===== config.mk =====
export PLATFORM = sky130hd
export DESIGN_NAME = cpu_pipeline
export DESIGN_NICKNAME = d
export VERILOG_FILES = /design/src/source/cpu_isa_pkg.sv /design/src/source/cpu_pipe_pkg.sv /design/src/source/cpu_pipeline.sv /design/src/source/fetch_pc.sv /design/src/source/imm_tracker.sv /design/src/source/pipeline_sequencer.sv /design/src/source/pipeline_slots.sv
export VERILOG_INCLUDE_DIRS = /design/src /design/src/source
export SDC_FILE = /design/constraint.sdc
export NUM_CORES = 1
export LEC_CHECK = 0
export BUFFER_PORTS_ARGS = -buffer_cell sky130_fd_sc_hd__buf_2
export CORE_MARGIN = 4
export CORE_UTILIZATION = 30
export DETAILED_ROUTE_END_ITERATION = 16
export GPL_TIMING_DRIVEN = 0
export HOLD_SLACK_MARGIN = 0.12
export PLACE_DENSITY_LB_ADDON = 0.3
export SYNTH_ARGS = -nofsm -noshare
export SYNTH_HDL_FRONTEND = slang
export SYNTH_SLANG_ARGS = --single-unit

===== constraint.sdc =====
create_clock -name CLK -period 2.83 [get_ports CLK]
set_input_delay 0.1415 -clock CLK [delete_from_list [all_inputs] [get_ports CLK]]
set_output_delay 0.1415 -clock CLK [all_outputs]
set_load 0.01 [all_outputs]

===== src/source/cpu_settings.svh =====
// CPU width settings

`ifndef CPU_SETTINGS_SVH
`define CPU_SETTINGS_SVH

// Data path and instruction width
`define CPU_BITS 16

// Instruction memory is addressed in 16-bit words
`define CPU_WORD_ADDR_BITS 15

// Register file index
`define CPU_REGISTER_BITS 4

`endif


===== src/source/cpu_isa_pkg.sv =====
// Instruction set types

`default_nettype none

`include "cpu_settings.svh"

package cpu_isa_pkg;

	typedef logic [`CPU_BITS-1:0] instr_t;
	typedef logic [`CPU_WORD_ADDR_BITS-1:0] word_addr_t;
	typedef logic [`CPU_REGISTER_BITS-1:0] reg_idx_t;

	localparam instr_t NOP_INSTRUCTION = '0;

	// Injected interrupt is INT_BASE followed by the irq number
	localparam logic [11:0] INT_BASE = 12'h050;

	// Opcode of the immediate prefix, bits 15:12
	localparam logic [3:0] IMM_PREFIX_OP = 4'h1;

	// Register 0 doubles as "no destination"
	localparam reg_idx_t R0 = '0;

	// Upper 12 bits of a 16-bit immediate carried by the prefix
	function automatic logic [11:0] imm_upper(instr_t ins);
		return ins[11:0];
	endfunction

	// Low nibble immediate of an ordinary instruction
	function automatic logic [3:0] imm_low(instr_t ins);
		return ins[3:0];
	endfunction

endpackage

`default_nettype wire


===== src/source/cpu_pipe_pkg.sv =====
// Pipeline control types

`default_nettype none

package cpu_pipe_pkg;

	import cpu_isa_pkg::*;

	typedef enum logic [3:0] {
		st_halt,
		st_execute,
		st_wait_cache1,
		st_wait_cache2,
		st_stall_2,
		st_stall_3,
		st_stall_4,
		st_mem_stall1,
		st_mem_stall2,
		st_mem_stall3,
		st_mem_stall4
	} pipe_state_e;

	// One pipeline slot: instruction and the word address it came from
	typedef struct packed {
		instr_t instr;
		word_addr_t pc;
	} slot_t;

	typedef struct packed {
		reg_idx_t reg_idx;
		logic modifies_flags;
	} hazard_tag_t;

	// Line as returned by the instruction cache
	typedef struct packed {
		word_addr_t addr;
		logic spare;
		instr_t instr;
	} cache_line_t;

	typedef struct packed {
		logic was_requested;
		logic success;
		logic bank_switch;
	} mem_status_t;

	// Per-cycle sequencer decision
	typedef struct packed {
		pipe_state_e state;
		logic fetch_ok;
		logic int_take;
		logic replay;
		logic rewind;
	} pipe_ctl_t;

endpackage

`default_nettype wire


===== src/source/cpu_pipeline.sv =====
// CPU pipeline controller

`timescale 1ns/1ps
`default_nettype none

module cpu_pipeline (
	input logic CLK,
	input logic RSTb,
	input logic hazard_1,
	input logic hazard_2,
	input logic hazard_3,
	input cpu_isa_pkg::reg_idx_t hazard_reg0,
	input logic modifies_flags0,
	input cpu_pipe_pkg::cache_line_t cache_line,
	input logic cache_miss,
	input cpu_pipe_pkg::mem_status_t mem,
	input logic load_pc,
	input cpu_isa_pkg::instr_t new_pc,
	input logic halt,
	input logic interrupt,
	input logic [3:0] irq,
	input logic interrupt_flag_set,
	input logic interrupt_flag_clear,
	output cpu_isa_pkg::instr_t pipeline_stage0,
	output cpu_isa_pkg::instr_t pipeline_stage1,
	output cpu_isa_pkg::instr_t pipeline_stage2,
	output cpu_isa_pkg::instr_t pipeline_stage3,
	output cpu_isa_pkg::instr_t pipeline_stage4,
	output cpu_isa_pkg::instr_t pc_stage4,
	output cpu_pipe_pkg::hazard_tag_t hazard_tag1,
	output cpu_pipe_pkg::hazard_tag_t hazard_tag2,
	output cpu_pipe_pkg::hazard_tag_t hazard_tag3,
	output cpu_isa_pkg::instr_t imm_reg,
	output cpu_isa_pkg::word_addr_t cache_request_address,
	output logic is_executing
);

	import cpu_isa_pkg::*;
	import cpu_pipe_pkg::*;

	pipe_ctl_t ctl;
	hazard_tag_t tag0;
	word_addr_t rewind_pc;
	slot_t slot0;
	slot_t slot1;
	slot_t slot2;
	slot_t slot3;
	slot_t slot4;

	assign tag0 = '{reg_idx: hazard_reg0, modifies_flags: modifies_flags0};

	pipeline_sequencer u_sequencer (
		.CLK(CLK),
		.RSTb(RSTb),
		.hazard({hazard_3, hazard_2, hazard_1}),
		.cache_miss(cache_miss),
		.mem(mem),
		.halt(halt),
		.interrupt(interrupt),
		.interrupt_flag_set(interrupt_flag_set),
		.interrupt_flag_clear(interrupt_flag_clear),
		.load_pc(load_pc),
		.ctl(ctl),
		.is_executing(is_executing)
	);

	// Replay restarts fetch at the slot 3 instruction
	fetch_pc u_fetch_pc (
		.CLK(CLK),
		.RSTb(RSTb),
		.ctl(ctl),
		.load_pc(load_pc),
		.new_pc(new_pc),
		.replay_pc(slot3.pc),
		.request_addr(cache_request_address),
		.rewind_pc(rewind_pc)
	);

	pipeline_slots u_slots (
		.CLK(CLK),
		.RSTb(RSTb),
		.ctl(ctl),
		.load_pc(load_pc),
		.new_pc(new_pc),
		.line(cache_line),
		.irq(irq),
		.rewind_pc(rewind_pc),
		.tag0(tag0),
		.slot0(slot0),
		.slot1(slot1),
		.slot2(slot2),
		.slot3(slot3),
		.slot4(slot4),
		.tag1(hazard_tag1),
		.tag2(hazard_tag2),
		.tag3(hazard_tag3)
	);

	imm_tracker u_imm (
		.CLK(CLK),
		.RSTb(RSTb),
		.ctl(ctl),
		.load_pc(load_pc),
		.slot1_instr(slot1.instr),
		.imm(imm_reg)
	);

	assign pipeline_stage0 = slot0.instr;
	assign pipeline_stage1 = slot1.instr;
	assign pipeline_stage2 = slot2.instr;
	assign pipeline_stage3 = slot3.instr;
	assign pipeline_stage4 = slot4.instr;

	// Byte address of the instruction after slot 4
	assign pc_stage4 = {slot4.pc + word_addr_t'(1), 1'b0};

endmodule

`default_nettype wire


===== src/source/fetch_pc.sv =====
// Fetch program counter

`timescale 1ns/1ps
`default_nettype none

`include "cpu_settings.svh"

module fetch_pc (
	input logic CLK,
	input logic RSTb,
	input cpu_pipe_pkg::pipe_ctl_t ctl,
	input logic load_pc,
	input cpu_isa_pkg::instr_t new_pc,
	input cpu_isa_pkg::word_addr_t replay_pc,
	output cpu_isa_pkg::word_addr_t request_addr,
	output cpu_isa_pkg::word_addr_t rewind_pc
);

	import cpu_isa_pkg::*;
	import cpu_pipe_pkg::*;

	word_addr_t pc_q;
	word_addr_t pc_d;
	word_addr_t prev_q;
	word_addr_t prev_d;

	assign request_addr = pc_q;
	assign rewind_pc = prev_q;

	// Later assignments win
	always_comb begin
		pc_d = pc_q;
		prev_d = pc_q;
		if (ctl.state == st_execute)
			pc_d = pc_q + word_addr_t'(1);
		if (ctl.rewind) begin
			pc_d = prev_q;
			prev_d = prev_q;
		end
		// Branch target is a byte address
		if (load_pc) begin
			pc_d = new_pc[`CPU_BITS-1:1];
			prev_d = new_pc[`CPU_BITS-1:1];
		end
		if (ctl.replay) begin
			pc_d = replay_pc;
			prev_d = replay_pc;
		end
	end

	always_ff @(posedge CLK) begin
		if (!RSTb) begin
			pc_q <= '0;
			prev_q <= '0;
		end else begin
			pc_q <= pc_d;
			prev_q <= prev_d;
		end
	end

endmodule

`default_nettype wire


===== src/source/imm_tracker.sv =====
// Immediate prefix tracker

`timescale 1ns/1ps
`default_nettype none

module imm_tracker (
	input logic CLK,
	input logic RSTb,
	input cpu_pipe_pkg::pipe_ctl_t ctl,
	input logic load_pc,
	input cpu_isa_pkg::instr_t slot1_instr,
	output cpu_isa_pkg::instr_t imm
);

	import cpu_isa_pkg::*;
	import cpu_pipe_pkg::*;

	logic [11:0] prefix_q;
	logic [11:0] prefix_d;
	instr_t imm_q;
	instr_t imm_d;
	logic was_exec_q;
	logic load_pc_q;

	assign imm = imm_q;

	always_comb begin
		prefix_d = '0;
		// NOP between prefix and user keeps the payload
		if (slot1_instr == NOP_INSTRUCTION && !load_pc)
			prefix_d = prefix_q;
		if (slot1_instr[15:12] == IMM_PREFIX_OP)
			prefix_d = imm_upper(slot1_instr);

		imm_d = imm_q;
		if (was_exec_q)
			imm_d = {prefix_q, imm_low(slot1_instr)};

		// Possibly a stale prefix after a branch
		if (load_pc_q) begin
			prefix_d = '0;
			imm_d = '0;
		end
	end

	always_ff @(posedge CLK) begin
		if (!RSTb) begin
			prefix_q <= '0;
			imm_q <= '0;
			was_exec_q <= 1'b0;
			load_pc_q <= 1'b0;
		end else begin
			prefix_q <= prefix_d;
			imm_q <= imm_d;
			was_exec_q <= (ctl.state == st_execute);
			load_pc_q <= load_pc;
		end
	end

endmodule

`default_nettype wire


===== src/source/pipeline_sequencer.sv =====
// Pipeline sequencer

`timescale 1ns/1ps
`default_nettype none

module pipeline_sequencer (
	input logic CLK,
	input logic RSTb,
	input logic [2:0] hazard,
	input logic cache_miss,
	input cpu_pipe_pkg::mem_status_t mem,
	input logic halt,
	input logic interrupt,
	input logic interrupt_flag_set,
	input logic interrupt_flag_clear,
	input logic load_pc,
	output cpu_pipe_pkg::pipe_ctl_t ctl,
	output logic is_executing
);

	import cpu_pipe_pkg::*;

	pipe_state_e state_q;
	pipe_state_e state_d;
	pipe_state_e prev_state_q;
	logic load_pc_q;
	logic int_flag_q;
	logic mem_fault;
	logic replay_state;

	assign mem_fault = mem.was_requested && !mem.success;

	// States from which a failed data access can force a replay
	always_comb begin
		case (state_q)
			st_execute, st_wait_cache1, st_wait_cache2,
			st_stall_2, st_stall_3, st_stall_4, st_mem_stall4:
				replay_state = 1'b1;
			default:
				replay_state = 1'b0;
		endcase
	end

	always_comb begin
		ctl.state = state_q;
		ctl.fetch_ok = !cache_miss && (state_q == prev_state_q) && !load_pc_q;
		ctl.int_take = int_flag_q && interrupt && (state_q == st_execute);
		ctl.replay = mem_fault && replay_state;
		ctl.rewind = (state_q == st_wait_cache1) || (state_q == st_mem_stall1);
		if (state_q == st_execute && ((|hazard) || cache_miss || ctl.int_take))
			ctl.rewind = 1'b1;
	end

	assign is_executing = (state_q != st_halt);

	// Hazards ranked by distance, then miss, then halt
	always_comb begin
		state_d = state_q;
		case (state_q)
			st_halt:
				if (interrupt)
					state_d = st_execute;
			st_execute: begin
				if (hazard[0])
					state_d = st_stall_2;
				else if (hazard[1])
					state_d = st_stall_3;
				else if (hazard[2])
					state_d = st_stall_4;
				else if (cache_miss)
					state_d = st_wait_cache1;
				else if (halt)
					state_d = st_halt;
			end
			// PC returns to the rewind address here
			st_wait_cache1:
				state_d = st_wait_cache2;
			st_wait_cache2:
				if (!cache_miss)
					state_d = st_execute;
			st_stall_2:
				state_d = st_stall_3;
			st_stall_3:
				state_d = st_stall_4;
			st_stall_4:
				state_d = st_execute;
			st_mem_stall1:
				state_d = st_mem_stall2;
			st_mem_stall2:
				state_d = st_mem_stall3;
			st_mem_stall3:
				state_d = st_mem_stall4;
			st_mem_stall4:
				if (!mem.bank_switch)
					state_d = st_execute;
			default:
				state_d = st_execute;
		endcase

		// Memory fault trumps everything
		if (ctl.replay)
			state_d = st_mem_stall1;
	end

	always_ff @(posedge CLK) begin
		if (!RSTb) begin
			state_q <= st_execute;
			prev_state_q <= st_halt;
			load_pc_q <= 1'b0;
			int_flag_q <= 1'b0;
		end else begin
			state_q <= state_d;
			prev_state_q <= state_q;
			load_pc_q <= load_pc;
			if (interrupt_flag_set)
				int_flag_q <= 1'b1;
			else if (interrupt_flag_clear)
				int_flag_q <= 1'b0;
		end
	end

endmodule

`default_nettype wire


===== src/source/pipeline_slots.sv =====
// Instruction and hazard tag slots

`timescale 1ns/1ps
`default_nettype none

`include "cpu_settings.svh"

module pipeline_slots (
	input logic CLK,
	input logic RSTb,
	input cpu_pipe_pkg::pipe_ctl_t ctl,
	input logic load_pc,
	input cpu_isa_pkg::instr_t new_pc,
	input cpu_pipe_pkg::cache_line_t line,
	input logic [3:0] irq,
	input cpu_isa_pkg::word_addr_t rewind_pc,
	input cpu_pipe_pkg::hazard_tag_t tag0,
	output cpu_pipe_pkg::slot_t slot0,
	output cpu_pipe_pkg::slot_t slot1,
	output cpu_pipe_pkg::slot_t slot2,
	output cpu_pipe_pkg::slot_t slot3,
	output cpu_pipe_pkg::slot_t slot4,
	output cpu_pipe_pkg::hazard_tag_t tag1,
	output cpu_pipe_pkg::hazard_tag_t tag2,
	output cpu_pipe_pkg::hazard_tag_t tag3
);

	import cpu_isa_pkg::*;
	import cpu_pipe_pkg::*;

	localparam hazard_tag_t NO_TAG = '{reg_idx: R0, modifies_flags: 1'b0};

	slot_t slot_q [0:4];
	slot_t slot_d [0:4];
	hazard_tag_t tag_q [1:3];
	hazard_tag_t tag_d [1:3];
	word_addr_t branch_pc;
	logic slot0_prefix;

	assign branch_pc = new_pc[`CPU_BITS-1:1];
	assign slot0_prefix = (slot_q[0].instr[`CPU_BITS-1:`CPU_BITS-4] == IMM_PREFIX_OP);

	always_comb begin
		slot_d = slot_q;
		tag_d = tag_q;

		case (ctl.state)
			st_execute: begin
				if (ctl.int_take) begin
					slot_d[0].instr = {INT_BASE, irq};
					// Return to the prefix so the immediate is rebuilt
					slot_d[0].pc = slot0_prefix ? rewind_pc - word_addr_t'(2) : rewind_pc;
				end else if (ctl.fetch_ok) begin
					slot_d[0].instr = line.instr;
					slot_d[0].pc = line.addr;
				end else begin
					slot_d[0] = '{instr: NOP_INSTRUCTION, pc: rewind_pc};
				end
				for (int i = 1; i < 5; i++)
					slot_d[i] = slot_q[i-1];
				tag_d[1] = tag0;
				tag_d[2] = tag_q[1];
				tag_d[3] = tag_q[2];
			end
			st_wait_cache1, st_wait_cache2, st_stall_2, st_stall_3, st_stall_4: begin
				// Slot 1 waits while a bubble goes down behind it
				slot_d[0] = '{instr: NOP_INSTRUCTION, pc: rewind_pc};
				slot_d[2] = '{instr: NOP_INSTRUCTION, pc: slot_q[1].pc};
				slot_d[3] = slot_q[2];
				slot_d[4] = slot_q[3];
				tag_d[2] = NO_TAG;
				tag_d[3] = tag_q[2];
			end
			st_mem_stall1, st_mem_stall2, st_mem_stall3, st_mem_stall4: begin
				slot_d[0] = '{instr: NOP_INSTRUCTION, pc: slot_q[0].pc};
				for (int i = 1; i < 5; i++)
					slot_d[i] = slot_q[i-1];
				tag_d[1] = tag0;
				tag_d[2] = tag_q[1];
				tag_d[3] = tag_q[2];
			end
			default: ;
		endcase

		// Branch flushes the front three slots
		if (load_pc) begin
			for (int i = 0; i < 3; i++)
				slot_d[i] = '{instr: NOP_INSTRUCTION, pc: branch_pc};
			tag_d[1] = NO_TAG;
			tag_d[2] = NO_TAG;
		end

		// Faulting access in slot 4 restarts from slot 1
		if (ctl.replay) begin
			slot_d[0] = '{instr: NOP_INSTRUCTION, pc: slot_q[3].pc};
			slot_d[1] = slot_q[4];
			for (int i = 2; i < 5; i++)
				slot_d[i] = '{instr: NOP_INSTRUCTION, pc: slot_q[4].pc};
			for (int i = 1; i < 4; i++)
				tag_d[i] = NO_TAG;
		end
	end

	always_ff @(posedge CLK) begin
		if (!RSTb) begin
			for (int i = 0; i < 5; i++)
				slot_q[i] <= '{instr: NOP_INSTRUCTION, pc: '0};
			for (int i = 1; i < 4; i++)
				tag_q[i] <= NO_TAG;
		end else begin
			slot_q <= slot_d;
			tag_q <= tag_d;
		end
	end

	assign slot0 = slot_q[0];
	assign slot1 = slot_q[1];
	assign slot2 = slot_q[2];
	assign slot3 = slot_q[3];
	assign slot4 = slot_q[4];
	assign tag1 = tag_q[1];
	assign tag2 = tag_q[2];
	assign tag3 = tag_q[3];

endmodule

`default_nettype wire


After elaboration in Yosys (flattened, before gate mapping)
Cells that the tools add are included.

storage, ports and cells
  flip-flop bits (word level) = 239
  input bits = 71

operators by class
  $add $sub $neg = 3
  equal/unequal tests = 24
  mux-type cells = 32
  bitwise logic cells = 2
  reductions and logical operators = 38

operator list
  operator                 count
  $pmux W93 S2             1
  $mux W139                1
  $mux W15                 8
  $mux W31                 3
  $pmux W31 S3             1
  $mux W77                 1
  $pmux W4 S10             1
  $mux W4                  8
  $add A15 B1 Y15 const B  2
  $mux W12                 2
  $pmux W10 S2             1
  $eq A4 B3 Y1 const B     4
  $logic_not A16 Y1        1
  $reduce_bool A4 Y1       4
  $sub A15 B2 Y15 const B  1
  $eq A4 B1 Y1 const B     3
  $eq A4 B4 Y1 const B     3
  $ne A3 B3 Y1 const B     4
  $reduce_or A5 Y1         2
  $reduce_bool A3 Y1       3
  $eq A4 B2 Y1 const B     2
  $logic_and A1 B1 Y1      8
  $ne A2 B2 Y1 const B     4
  $reduce_and A4 Y1        2
  16 further kinds         29

Depth between registers and ports, before layout
Gate-level depths: netlist of run 1.

  word-level depth = 8
  gate-level depth with buffers = 10

Hierarchy
A second synthesis of run 1 with hierarchy kept.

unflattened totals
  cells, all modules = 1,535
  area, all modules = 12,115.4 um^2

modules (own cells, without submodules)
  module              instances  cells an instance  area each (um^2)  seq. area each (um^2)
  pipeline_slots      1          1,061              8,071.5           3,403.3
  fetch_pc            1          268                2,052.0           600.6
  imm_tracker         1          93                 1,092.3           600.6
  pipeline_sequencer  1          73                 608.1             200.2
  cpu_pipeline        1          40                 291.5             0.0

Worst setup path after synthesis of run 1
OpenSTA, ideal clock, no wires.

  path type = reg2reg
  start point = reg u_sequencer.state_q[3]
  end point = reg u_slots.slot_q (netlist bit u_slots.slot0[12])
  setup time = 0.132 ns
  data arrival time = 2.017 ns
  data required time = 2.698 ns
  slack = 0.681 ns
  stages on the path, launching flop included = 9
  buffers on the path = 2
  period minus slack after synthesis = 2.149 ns
  cells stage by stage = dfxtp_1 buf_2 buf_2 xnor2_1 nand3_1 nor2_1 mux2_2 a2111oi_0 a21oi_1

between the ends
  word-level cells in the longest chain between the ends = 8

RTL lines
  item                               RTL line                   text
  start: declaration                 pipeline_sequencer.sv:23   pipe_state_e state_q;
  start signal: assignment           pipeline_sequencer.sv:107  state_q <= st_execute;
  start signal: assignment           pipeline_sequencer.sv:112  state_q <= state_d;
  $eq A4 B4 Y1                       pipeline_sequencer.sv:46   ctl.fetch_ok = !cache_miss && (state_q == prev_state_q) && !load_pc_q;
  $logic_and A1 B1 Y1 (2 in series)  pipeline_sequencer.sv:46
  $mux W31                           pipeline_slots.sv:53       end else if (ctl.fetch_ok) begin
  $mux W31                           pipeline_slots.sv:49       if (ctl.int_take) begin
  $pmux W31 S3                       pipeline_slots.sv:47       case (ctl.state)
  $mux W77                           pipeline_slots.sv:86       if (load_pc) begin
  $mux W139                          pipeline_slots.sv:94       if (ctl.replay) begin
  end signal: indexed assignment     pipeline_slots.sv:107      slot_q[i] <= '{instr: NOP_INSTRUCTION, pc: '0};
  end signal: assignment             pipeline_slots.sv:111      slot_q <= slot_d;
  end: declaration                   pipeline_slots.sv:33       slot_t slot_q [0:4];

Several ways; a longest one is shown, not always the timed one.
A chain may end at the register's enable or synchronous reset.

Final worst setup path of run 1
  start point = reg u_sequencer.state_q[1]
  end point = reg u_slots.slot_q (netlist bit u_slots.slot0[14])

The elaborated chain is that of the path after synthesis.

==> results.sh, run 1 <==
export IMPL_floorplan_die_height_um=203
export IMPL_first_global_vias=10947
export IMPL_syn_avg_cell_area_um2=8.24
export IMPL_most_used_cells_in_the_layout_excluding_fill_and_tap_cells="253 x buf_2, 239 x dfxtp_1, 208 x nand2_1, 110 x o21ai_0, 101 x a21oi_1"
export IMPL_place_detailed_instances=2102
export IMPL_timing_hold_worst_class="in2reg"
export IMPL_grt_util_all_layers_pct=20.1
export IMPL_ys_seq_area_share_pct=42.0
export IMPL_worst_slew_pin_transition_ns=0.774
export IMPL_grt_max_degree=15
export IMPL_insertedDiodeCount=0
export IMPL_syn_inst=1381
export IMPL_drv_max_cap_violation_count=0
export IMPL_tritoncts="built"
export IMPL_synthArstFlopShare_pct=0
export IMPL_worst_hold_slack_ns=0.167
export IMPL_fillCellCount=3896
export IMPL_synthToLayoutAreaGrowth_pct=29.7
export IMPL_power_frac_clock_pct=33.8
export IMPL_place_hpwl_um=33000
export IMPL_timing_hold_violations_final=0
export IMPL_total_power_mw=10.9
export IMPL_synth_top_area_cells="dfxtp_1 42%, nand2_1 6.9%, buf_4 5.5%, a22oi_1 5.3%, o21ai_0 4.8%"
export IMPL_count_of_flip_flops_with_a_built_in_enable_after_synthesis=0
export IMPL_via_count=11382
export IMPL_sw_frac_of_total_pct=36.6
export IMPL_netlist_area_um2=11400
export IMPL_final_net_count=1767
export IMPL_cts_sink_count=239
export IMPL_power_per_cell_area_nw_per_um2=738
export IMPL_path_clk_slew_ns=0.06
export IMPL_maxSlewHeadroom_pct=48.4
export IMPL_cts_htree_levels=1
export IMPL_buffer_ports_inserted=210
export IMPL_antenna_violating_nets_post_route=0
export IMPL_period_share_pct=95.8
export IMPL_cp_data_required_time_ns=3.31
export IMPL_globalplace_congestion=0.922
export IMPL_p_switching_mw=3.99
export IMPL_combinationalPowerShare_pct=29.6
export IMPL_final_max_slew_violation_count=0
export IMPL_fin_worst_skew_ns=0.0225
export IMPL_worst_setup_path_start_kind="register"
export IMPL_post_dp_cell_area_um2=13100
export IMPL_drt_first_iter_violations=758
export IMPL_critical_path_endpoint_type="register"
export IMPL_outcome="completed"
export IMPL_synth_warnings=0
export IMPL_instances_no_fill=2225
export IMPL_cts_buffers=28
export IMPL_post_route_cells_drive_above_1_share_pct=24.4
export IMPL_clk_insertion_delay_late_ns=0.55
export IMPL_number_of_placement_rows=71
export IMPL_route_final_wire_length_um=43300
export IMPL_internal_power_mw=6.91
export IMPL_die_x_um=203
export IMPL_initial_antenna_violation_count=0
export IMPL_synthFlopType="dfxtp_1"
export IMPL_flip_flop_and_latch_count_after_synthesis=239
export IMPL_clock_path_buffers=3
export IMPL_synth_fp_nets=1455
export IMPL_fmax_mhz=369
export IMPL_critical_path_max_fanout=10
export IMPL_core_area_um2=37600
export IMPL_grt_overflow=0
export IMPL_vias_per_cell=5.12
export IMPL_start_util_pct=30.3
export IMPL_grt_first_pass_wirelength_um=65800
export IMPL_crit_path_kind="reg2reg"
export IMPL_setup_violations_final=0
export IMPL_drt_drc_violations_left=0
export IMPL_first_pass_iters=6
export IMPL_netlist_area_leader_share_pct=42.0
export IMPL_ctsRootBufferMaster="clkbuf_16"
export IMPL_post_synth_top_area_cell="dfxtp_1"
export IMPL_ir_worst_vdd_mv=0.434
export IMPL_power_sequential_fraction_pct=36.7
export IMPL_synth_cell_types=69
export IMPL_io_pins=214
export IMPL_final_min_clock_period_ns=2.71
export IMPL_worst_endpoint_arrival_ns=3.19
export IMPL_die_area_um2=41100
export IMPL_final_cell_area_um2=14800
export IMPL_wire_per_inst_um=19.5
export IMPL_most_common_cell_after_layout_fill_and_taps_aside="buf_2"
export IMPL_leakage_nw=5.98
export IMPL_grt_setup_unrepaired="false"
-- synth_stat cells, types with 11 or more instances --
master      n
nor4_1     11
a21oi_1   101
dfxtp_1   239
xnor2_1    23
and2_1     28
nor3_1     20
mux2i_1    33
nand2_1   208
o21ai_0   110
nor2_1     90
a21boi_0   27
o211ai_1   20
buf_4      83
a22oi_1    80
buf_2      43
nand3_1    13
a31oi_1    40
inv_1      13
clkbuf_1   51
-- worst paths after layout --
path	start	endpoint	slack (ns)	cells past startpoint
max	u_sequencer.state_q[1]	u_slots.slot0[14]	0.12	7
min	cache_line[31]	u_slots.slot0[14]	0.17	5
max reg2reg	u_sequencer.state_q[1]	u_slots.slot0[14]	0.12	7
min reg2reg	u_slots.tag3[2]	u_slots.tag3[2]	0.45	2
-- routing by layer --
layer / vias up / routed length [um] / global-route usage [%]
met5: - / 0 / 0
met4: 0 / 1260 / 5.80
met3: 72 / 2650 / 2.60
met2: 398 / 19900 / 32.9
met1: 5451 / 19500 / 28.0
li1: 5461 / - / -
-- layout make-up --
class	count	area, um2	area share [%]
Inverter	13	48.8	0.330
Tap cell	511	639	4.33
Timing Repair Buffer	282	1760	11.9
Multi-Input combinational cell	945	5520	37.4
Clock inverter	15	155	1.05
Buffer	184	1070	7.25
Clock buffer	36	791	5.36
Sequential cell	239	4780	32.4
-- critical path, cell delays in order, from the launching register on --
cell and delay [ns]:
dfxtp_1 0.35, buf_2 0.20, nor3_1 0.58, nand4_1 0.49
nor4_1 0.59, or3_1 0.19, nand3_1 0.07, a31oi_1 0.16
-- metrics by stage --
| stage | setup TNS, ns | worst slack, ns | utilization [%] |
|---|---|---|---|
| after floorplan | 0 | 0.681 | - |
| after global placement | -0.0560 | -0.0560 | 34.8 |
| after detailed placement | -0.0831 | -0.0831 | 34.8 |
| after CTS | 0 | 0.0845 | 39.1 |
| after global routing | 0 | 0.0243 | 39.3 |
| final | 0 | 0.119 | 39.3 |
-- power by group through the flow --
stage,Clock (mW),Combinational [mW],Sequential (mW)
floorplan,0,2.00,3.98
CTS,3.75,3.13,3.99
global route,3.87,3.52,4.03
detailed placement,0,3.03,4.06
global placement,0,3.02,4.05
finish,3.68,3.22,4.00
-- what timing repair did --
item / in CTS / in global routing
hold buffers: 66 / 0
gates resized for setup: 3 / 6
setup buffers: 0 / 6
endpoints found under the setup margin: 2 / 23
endpoints found under the hold margin: 84 / 0
pin swaps: 0 / 2
-- cells by family (layout without fill, tap and decap cells) --
logic type / Yosys count / count (layout) / synth area share (%)
compound gates: 444 / 444 / 25.0
simple gates: 430 / 430 / 17.2
flops: 239 / 239 / 42.0
buf+inv: 197 / 530 / 9.84
mux: 35 / 35 / 3.10
xor+xnor: 32 / 32 / 2.46
fa+ha+maj: 3 / 3 / 0.330
other cells: 1 / 1 / 0.0329
Note: power is estimated with default switching activity, not from simulation.
==> run 2, diff against run 1 <==
--- a/config.mk
+++ b/config.mk
@@ -13,6 +13,7 @@
 export GPL_TIMING_DRIVEN = 0
 export HOLD_SLACK_MARGIN = 0.12
 export PLACE_DENSITY_LB_ADDON = 0.3
+export REMOVE_ABC_BUFFERS = 1
 export SYNTH_ARGS = -nofsm -noshare
 export SYNTH_HDL_FRONTEND = slang
 export SYNTH_SLANG_ARGS = --single-unit
==> run 2 against run 1 <==
Compared with the run above: core utilization decreased by 2.1 points; sequential share of layout area increased by 1.9 points; power decreased by 2.7%; combinational power shrank 8.1%; critical path depth decreased by 1; critical path type unchanged; highest routed layer is now met5.
==> results.sh, run 2 (same netlist as run 1, synthesis figures left out) <==
export IMPL_combinationalPowerShare_pct=27.9
export IMPL_ir_worst_vdd_mv=0.440
export IMPL_initial_antenna_violation_count=1
export IMPL_path_clk_slew_ns=0.06
export IMPL_first_global_vias=10197
export IMPL_setup_tns_ns=0
export IMPL_instances_no_fill=2057
export IMPL_final_min_clock_period_ns=2.72
export IMPL_drv_max_cap_violation_count=0
export IMPL_fillCellCount=3923
export IMPL_reg2reg_slack_ns=0.11
export IMPL_worst_setup_path_start_kind="register"
export IMPL_register_area_um2=4790
export IMPL_die_x_um=203
export IMPL_grt_setup_unrepaired="false"
export IMPL_internal_power_mw=6.74
export IMPL_post_dp_cell_area_um2=12200
export IMPL_worstSetupStartpoint="u_sequencer.state_q[2]"
export IMPL_setup_violations_final=0
export IMPL_route_final_wire_length_um=38000
export IMPL_global_route_peak_usage_layer="met2"
export IMPL_maxSlewHeadroom_pct=26.6
export IMPL_number_of_placement_rows=71
export IMPL_grt_max_degree=72
export IMPL_multiInputGateArea_um2=5620
export IMPL_drt_drc_violations_left=0
export IMPL_fin_worst_skew_ns=0.0249
export IMPL_crit_path_kind="reg2reg"
export IMPL_die_area_um2=41100
export IMPL_period_share_pct=96.0
export IMPL_start_util_pct=30.3
export IMPL_p_switching_mw=3.87
export IMPL_ctsRootBufferMaster="clkbuf_16"
export IMPL_sw_frac_of_total_pct=36.4
export IMPL_power_sequential_fraction_pct=38.5
export IMPL_wire_per_inst_um=18.5
export IMPL_critical_path_max_fanout=20
export IMPL_outcome="completed"
export IMPL_insertedDiodeCount=0
export IMPL_most_used_cells_in_the_layout_excluding_fill_and_tap_cells="235 x dfxtp_1, 209 x buf_2, 203 x nand2_1, 108 x o21ai_0, 101 x a21oi_1"
export IMPL_timing_hold_worst_class="in2reg"
export IMPL_first_pass_iters=5
export IMPL_globalplace_congestion=0.854
export IMPL_post_route_cells_drive_above_1_share_pct=21.1
export IMPL_cp_data_required_time_ns=3.33
export IMPL_core_area_um2=37600
export IMPL_power_frac_clock_pct=33.7
export IMPL_grt_util_all_layers_pct=17.6
export IMPL_buffer_ports_inserted=210
export IMPL_crit_reg2reg_capture="u_slots.slot0[0]"
export IMPL_place_detailed_instances=1932
export IMPL_cts_htree_levels=1
export IMPL_clk_insertion_delay_late_ns=0.57
export IMPL_cts_sink_count=239
export IMPL_vias_per_cell=5.20
export IMPL_crit_path_end="u_slots.slot0[0]"
export IMPL_floorplan_die_height_um=203
export IMPL_final_max_slew_violation_count=0
export IMPL_timing_hold_violations_final=0
export IMPL_synthToLayoutAreaGrowth_pct=22.7
export IMPL_cts_buffers=29
export IMPL_power_per_cell_area_nw_per_um2=760
export IMPL_most_common_cell_after_layout_fill_and_taps_aside="dfxtp_1"
export IMPL_ff2ff_path_depth=6
export IMPL_io_pins=214
export IMPL_globalRouteMet2Util_pct=29.0
export IMPL_leakage_nw=5.38
export IMPL_worst_slew_pin_transition_ns=1.10
export IMPL_via_count=10688
export IMPL_antenna_violating_nets_post_route=0
export IMPL_place_hpwl_um=25300
export IMPL_clock_path_buffers=3
export IMPL_final_cell_area_um2=14000
export IMPL_final_net_count=1598
export IMPL_globalRouteMet3Util_pct=3.43
export IMPL_grt_met1_usage_pct=23.8
export IMPL_fmax_mhz=368
export IMPL_worst_endpoint_arrival_ns=3.21
export IMPL_grt_overflow=0
export IMPL_critical_path_endpoint_type="register"
export IMPL_tritoncts="built"
export IMPL_drt_first_iter_violations=861
export IMPL_crit_reg2reg_launch="u_sequencer.state_q[2]"
export IMPL_grt_first_pass_wirelength_um=58900
run 2: cell types whose count changed in the layout (fill, tap and decap cells not counted), moves of 3 or more:
cell and delta:
and2_1 -3, and2_2 +3, buf_1 -5, buf_12 +4, buf_2 -44, buf_4 -82, buf_6 +4, clkbuf_1 -48
dfxtp_1 -4, nand2_1 -5, nand2_4 +3
run 2: final cells by class:
cell class	count	share of cell area, %
flip-flops and latches	239	34.3
repair buffers	294	14.0
clock buffers	41	6.02
inverters	13	0.349
well taps	511	4.58
clock inverters	12	0.537
multi-input cells	947	40.2
run 2: what timing repair did:
action	4_1_cts	5_1_grt
pin swaps	4	2
hold endpoints to repair	90	0
hold buffers	65	0
gates resized for setup	18	13
setup buffers	4	1
endpoints found under the setup margin	191	89
gates cloned	2	0
run 2: power groups by stage:
stage | clock, mW | combinational, mW | sequential (mW)
finish | 3.57 | 2.96 | 4.08
global route | 3.82 | 3.24 | 4.13
global placement | 0 | 2.59 | 4.13
CTS | 3.66 | 2.93 | 4.07
detailed placement | 0 | 2.75 | 4.13
floorplan | 0 | 1.66 | 4.05
run 2: stage by stage:
stage / util, % / total power, mW / setup slack, ns / hold slack [ns]
2_1_floorplan: - / 5.72 / -1.99 / 0.259
3_3_place_gp: 31.9 / 6.72 / -5.86 / 0.375
3_5_place_dp: 32.6 / 6.89 / -1.56 / 0.372
4_1_cts: 37.0 / 10.7 / -0.137 / 0.127
5_1_grt: 37.2 / 11.2 / 0.00781 / 0.188
6_report: 37.2 / 10.6 / 0.113 / 0.173
run 2: worst max-delay path: stages (launching register included):
cell,delay (ns)
dfxtp_2,0.59
xor2_1,0.12
or3_1,0.44
nor3_4,0.70
mux2_2,0.42
a21oi_1,0.16
o221a_2,0.20
run 2: per-layer routing:
layer  wire (um)  vias up
met5           8        -
met4        1060        2
met3        2750       62
met2       17300      382
met1       16900     5133
li1            -     5109
run 2: worst min path at each step:
stage / from / to / cells after the start
after floorplan: RSTb / u_sequencer.int_flag_q / 1
final: RSTb / u_slots.slot4[5] / 2
after global routing: RSTb / u_slots.slot4[5] / 2
after CTS: cache_miss / u_sequencer.state_q[1] / 4
after global placement: interrupt_flag_set / u_sequencer.int_flag_q / 2
after detailed placement: interrupt_flag_set / u_sequencer.int_flag_q / 2
==> run 3, diff against run 2 <==
==> constraint.sdc (replaced) <==
create_clock -name CLK -period 2.83 [get_ports CLK]
set_input_delay 0.7075 -clock CLK [delete_from_list [all_inputs] [get_ports CLK]]
set_output_delay 0.7075 -clock CLK [all_outputs]
set_load 0.01 [all_outputs]
==> run 3 against run 2 <==
Compared with the run above: clock power is essentially flat; power decreased by 0.81%; highest routed layer unchanged; sequential cell count unchanged; sequential power about the same; final cell count is 3.1% lower; core utilization is 1.5 points lower.
==> results.sh, run 3 (same netlist as run 1, synthesis figures left out) <==
export IMPL_cts_hold_buf=0
export IMPL_drt_drc_violations_left=0
export IMPL_most_common_cell_after_layout_fill_and_taps_aside="dfxtp_1"
export IMPL_number_of_placement_rows=71
export IMPL_fin_worst_skew_ns=0.0250
export IMPL_worst_setup_path_start_kind="register"
export IMPL_tritoncts="built"
export IMPL_ir_worst_vdd_mv=0.440
export IMPL_start_util_pct=30.3
export IMPL_power_per_cell_area_nw_per_um2=785
export IMPL_via_count=10422
export IMPL_place_hpwl_um=25300
export IMPL_globalplace_congestion=0.854
export IMPL_grt_setup_unrepaired="false"
export IMPL_grt_util_all_layers_pct=17.4
export IMPL_cts_sink_count=239
export IMPL_critical_path_endpoint_type="register"
export IMPL_period_share_pct=96.1
export IMPL_final_max_slew_violation_count=0
export IMPL_final_net_count=1534
export IMPL_crit_path_kind="reg2reg"
export IMPL_internal_power_mw=6.68
export IMPL_drv_max_cap_violation_count=0
export IMPL_clk_insertion_delay_late_ns=0.57
export IMPL_die_x_um=203
export IMPL_worst_endpoint_arrival_ns=3.22
export IMPL_combinationalPowerShare_pct=27.3
export IMPL_wire_per_inst_um=18.8
export IMPL_io_pins=214
export IMPL_die_area_um2=41100
export IMPL_first_pass_iters=5
export IMPL_antenna_violating_nets_post_route=0
export IMPL_post_route_util_pct=35.7
export IMPL_most_used_cells_in_the_layout_excluding_fill_and_tap_cells="227 x dfxtp_1, 209 x buf_2, 203 x nand2_1, 109 x o21ai_0, 101 x a21oi_1"
export IMPL_floorplan_die_height_um=203
export IMPL_setup_violations_final=0
export IMPL_sw_frac_of_total_pct=36.5
export IMPL_critical_path_max_fanout=20
export IMPL_vias_per_cell=5.23
export IMPL_clock_path_buffers=3
export IMPL_route_final_wire_length_um=37400
export IMPL_outcome="completed"
export IMPL_worst_slew_pin_transition_ns=1.09
export IMPL_first_global_vias=9936
export IMPL_initial_antenna_violation_count=3
export IMPL_power_sequential_fraction_pct=38.8
export IMPL_p_switching_mw=3.85
export IMPL_leakage_nw=5.12
export IMPL_cts_htree_levels=1
export IMPL_cp_data_required_time_ns=3.33
export IMPL_timing_hold_worst_class="in2reg"
export IMPL_core_area_um2=37600
export IMPL_path_clk_slew_ns=0.06
export IMPL_fmax_mhz=368
export IMPL_grt_first_pass_wirelength_um=58000
export IMPL_post_route_cells_drive_above_1_share_pct=23.3
export IMPL_setup_tns_ns=0
export IMPL_drt_first_iter_violations=811
export IMPL_instances_no_fill=1994
export IMPL_grt_max_degree=72
export IMPL_buffer_ports_inserted=210
export IMPL_place_detailed_instances=1932
export IMPL_grt_overflow=0
export IMPL_final_min_clock_period_ns=2.72
export IMPL_power_frac_clock_pct=33.9
export IMPL_timing_hold_violations_final=0
export IMPL_ctsRootBufferMaster="clkbuf_16"
export IMPL_cts_buffers=29
export IMPL_synthToLayoutAreaGrowth_pct=17.9
export IMPL_maxSlewHeadroom_pct=27.4
run 3: layer usage:
metal	global-route usage (%)	share of wire, %	up-vias
met1	23.8	45	5000
met3	3.47	7.6	64
met4	4.83	3.0	2
met2	28.0	45	371
li1	-	-	4985
met5	0	0.035	-
run 3: worst paths after layout:
kind	cells past startpoint	slack (ns)	from	to
worst max-delay path	6	0.11	u_sequencer.state_q[2]	u_slots.slot0[0]
worst min-delay path	2	0.36	interrupt_flag_set	u_sequencer.int_flag_q
worst max register to register	6	0.11	u_sequencer.state_q[2]	u_slots.slot0[0]
worst min register to register	2	0.45	u_slots.tag3[3]	u_slots.tag3[3]
run 3: worst max-delay path, cell delays in order (launching register included):
cell and delay, ns:
dfxtp_2 0.59, xor2_1 0.11, or3_1 0.44, nor3_4 0.70
mux2_2 0.42, a21oi_1 0.16, o221a_2 0.20
run 3: through the flow:
step                      hold WS [ns]  setup WS (ns)  area, um2  power [mW]
after floorplan                  0.438          -2.09      10300        5.72
after global placement           0.437          -5.90      12000        6.72
after detailed placement         0.446          -1.56      12200        6.89
after CTS                        0.338         -0.137      13300        10.6
after global routing             0.352        0.00430      13400        11.1
final                            0.356          0.110      13400        10.5
run 3: power by group through the flow:
stage	registers, mW	logic (mW)	clock network [mW]
floorplan	4.05	1.66	0
global placement	4.13	2.59	0
detailed placement	4.13	2.75	0
CTS	4.07	2.85	3.66
global route	4.13	3.15	3.81
finish	4.08	2.87	3.57
run 3: cell type report:
class / instances / area, um2
multi-input combinational: 947 / 5680
inverter: 13 / 48.8
antenna: 1 / 2.50
fill: 3965 / 24200
clock inverter: 12 / 75.1
tap: 511 / 639
clock buffer: 41 / 841
sequential: 239 / 4810
timing repair buffer: 230 / 1310
run 3: timing repair:
action | CTS | global route
endpoints found under the setup margin | 199 | 97
pin swaps | 4 | 7
setup buffers | 4 | 2
gates resized for setup | 29 | 27
gates cloned | 2 | 0
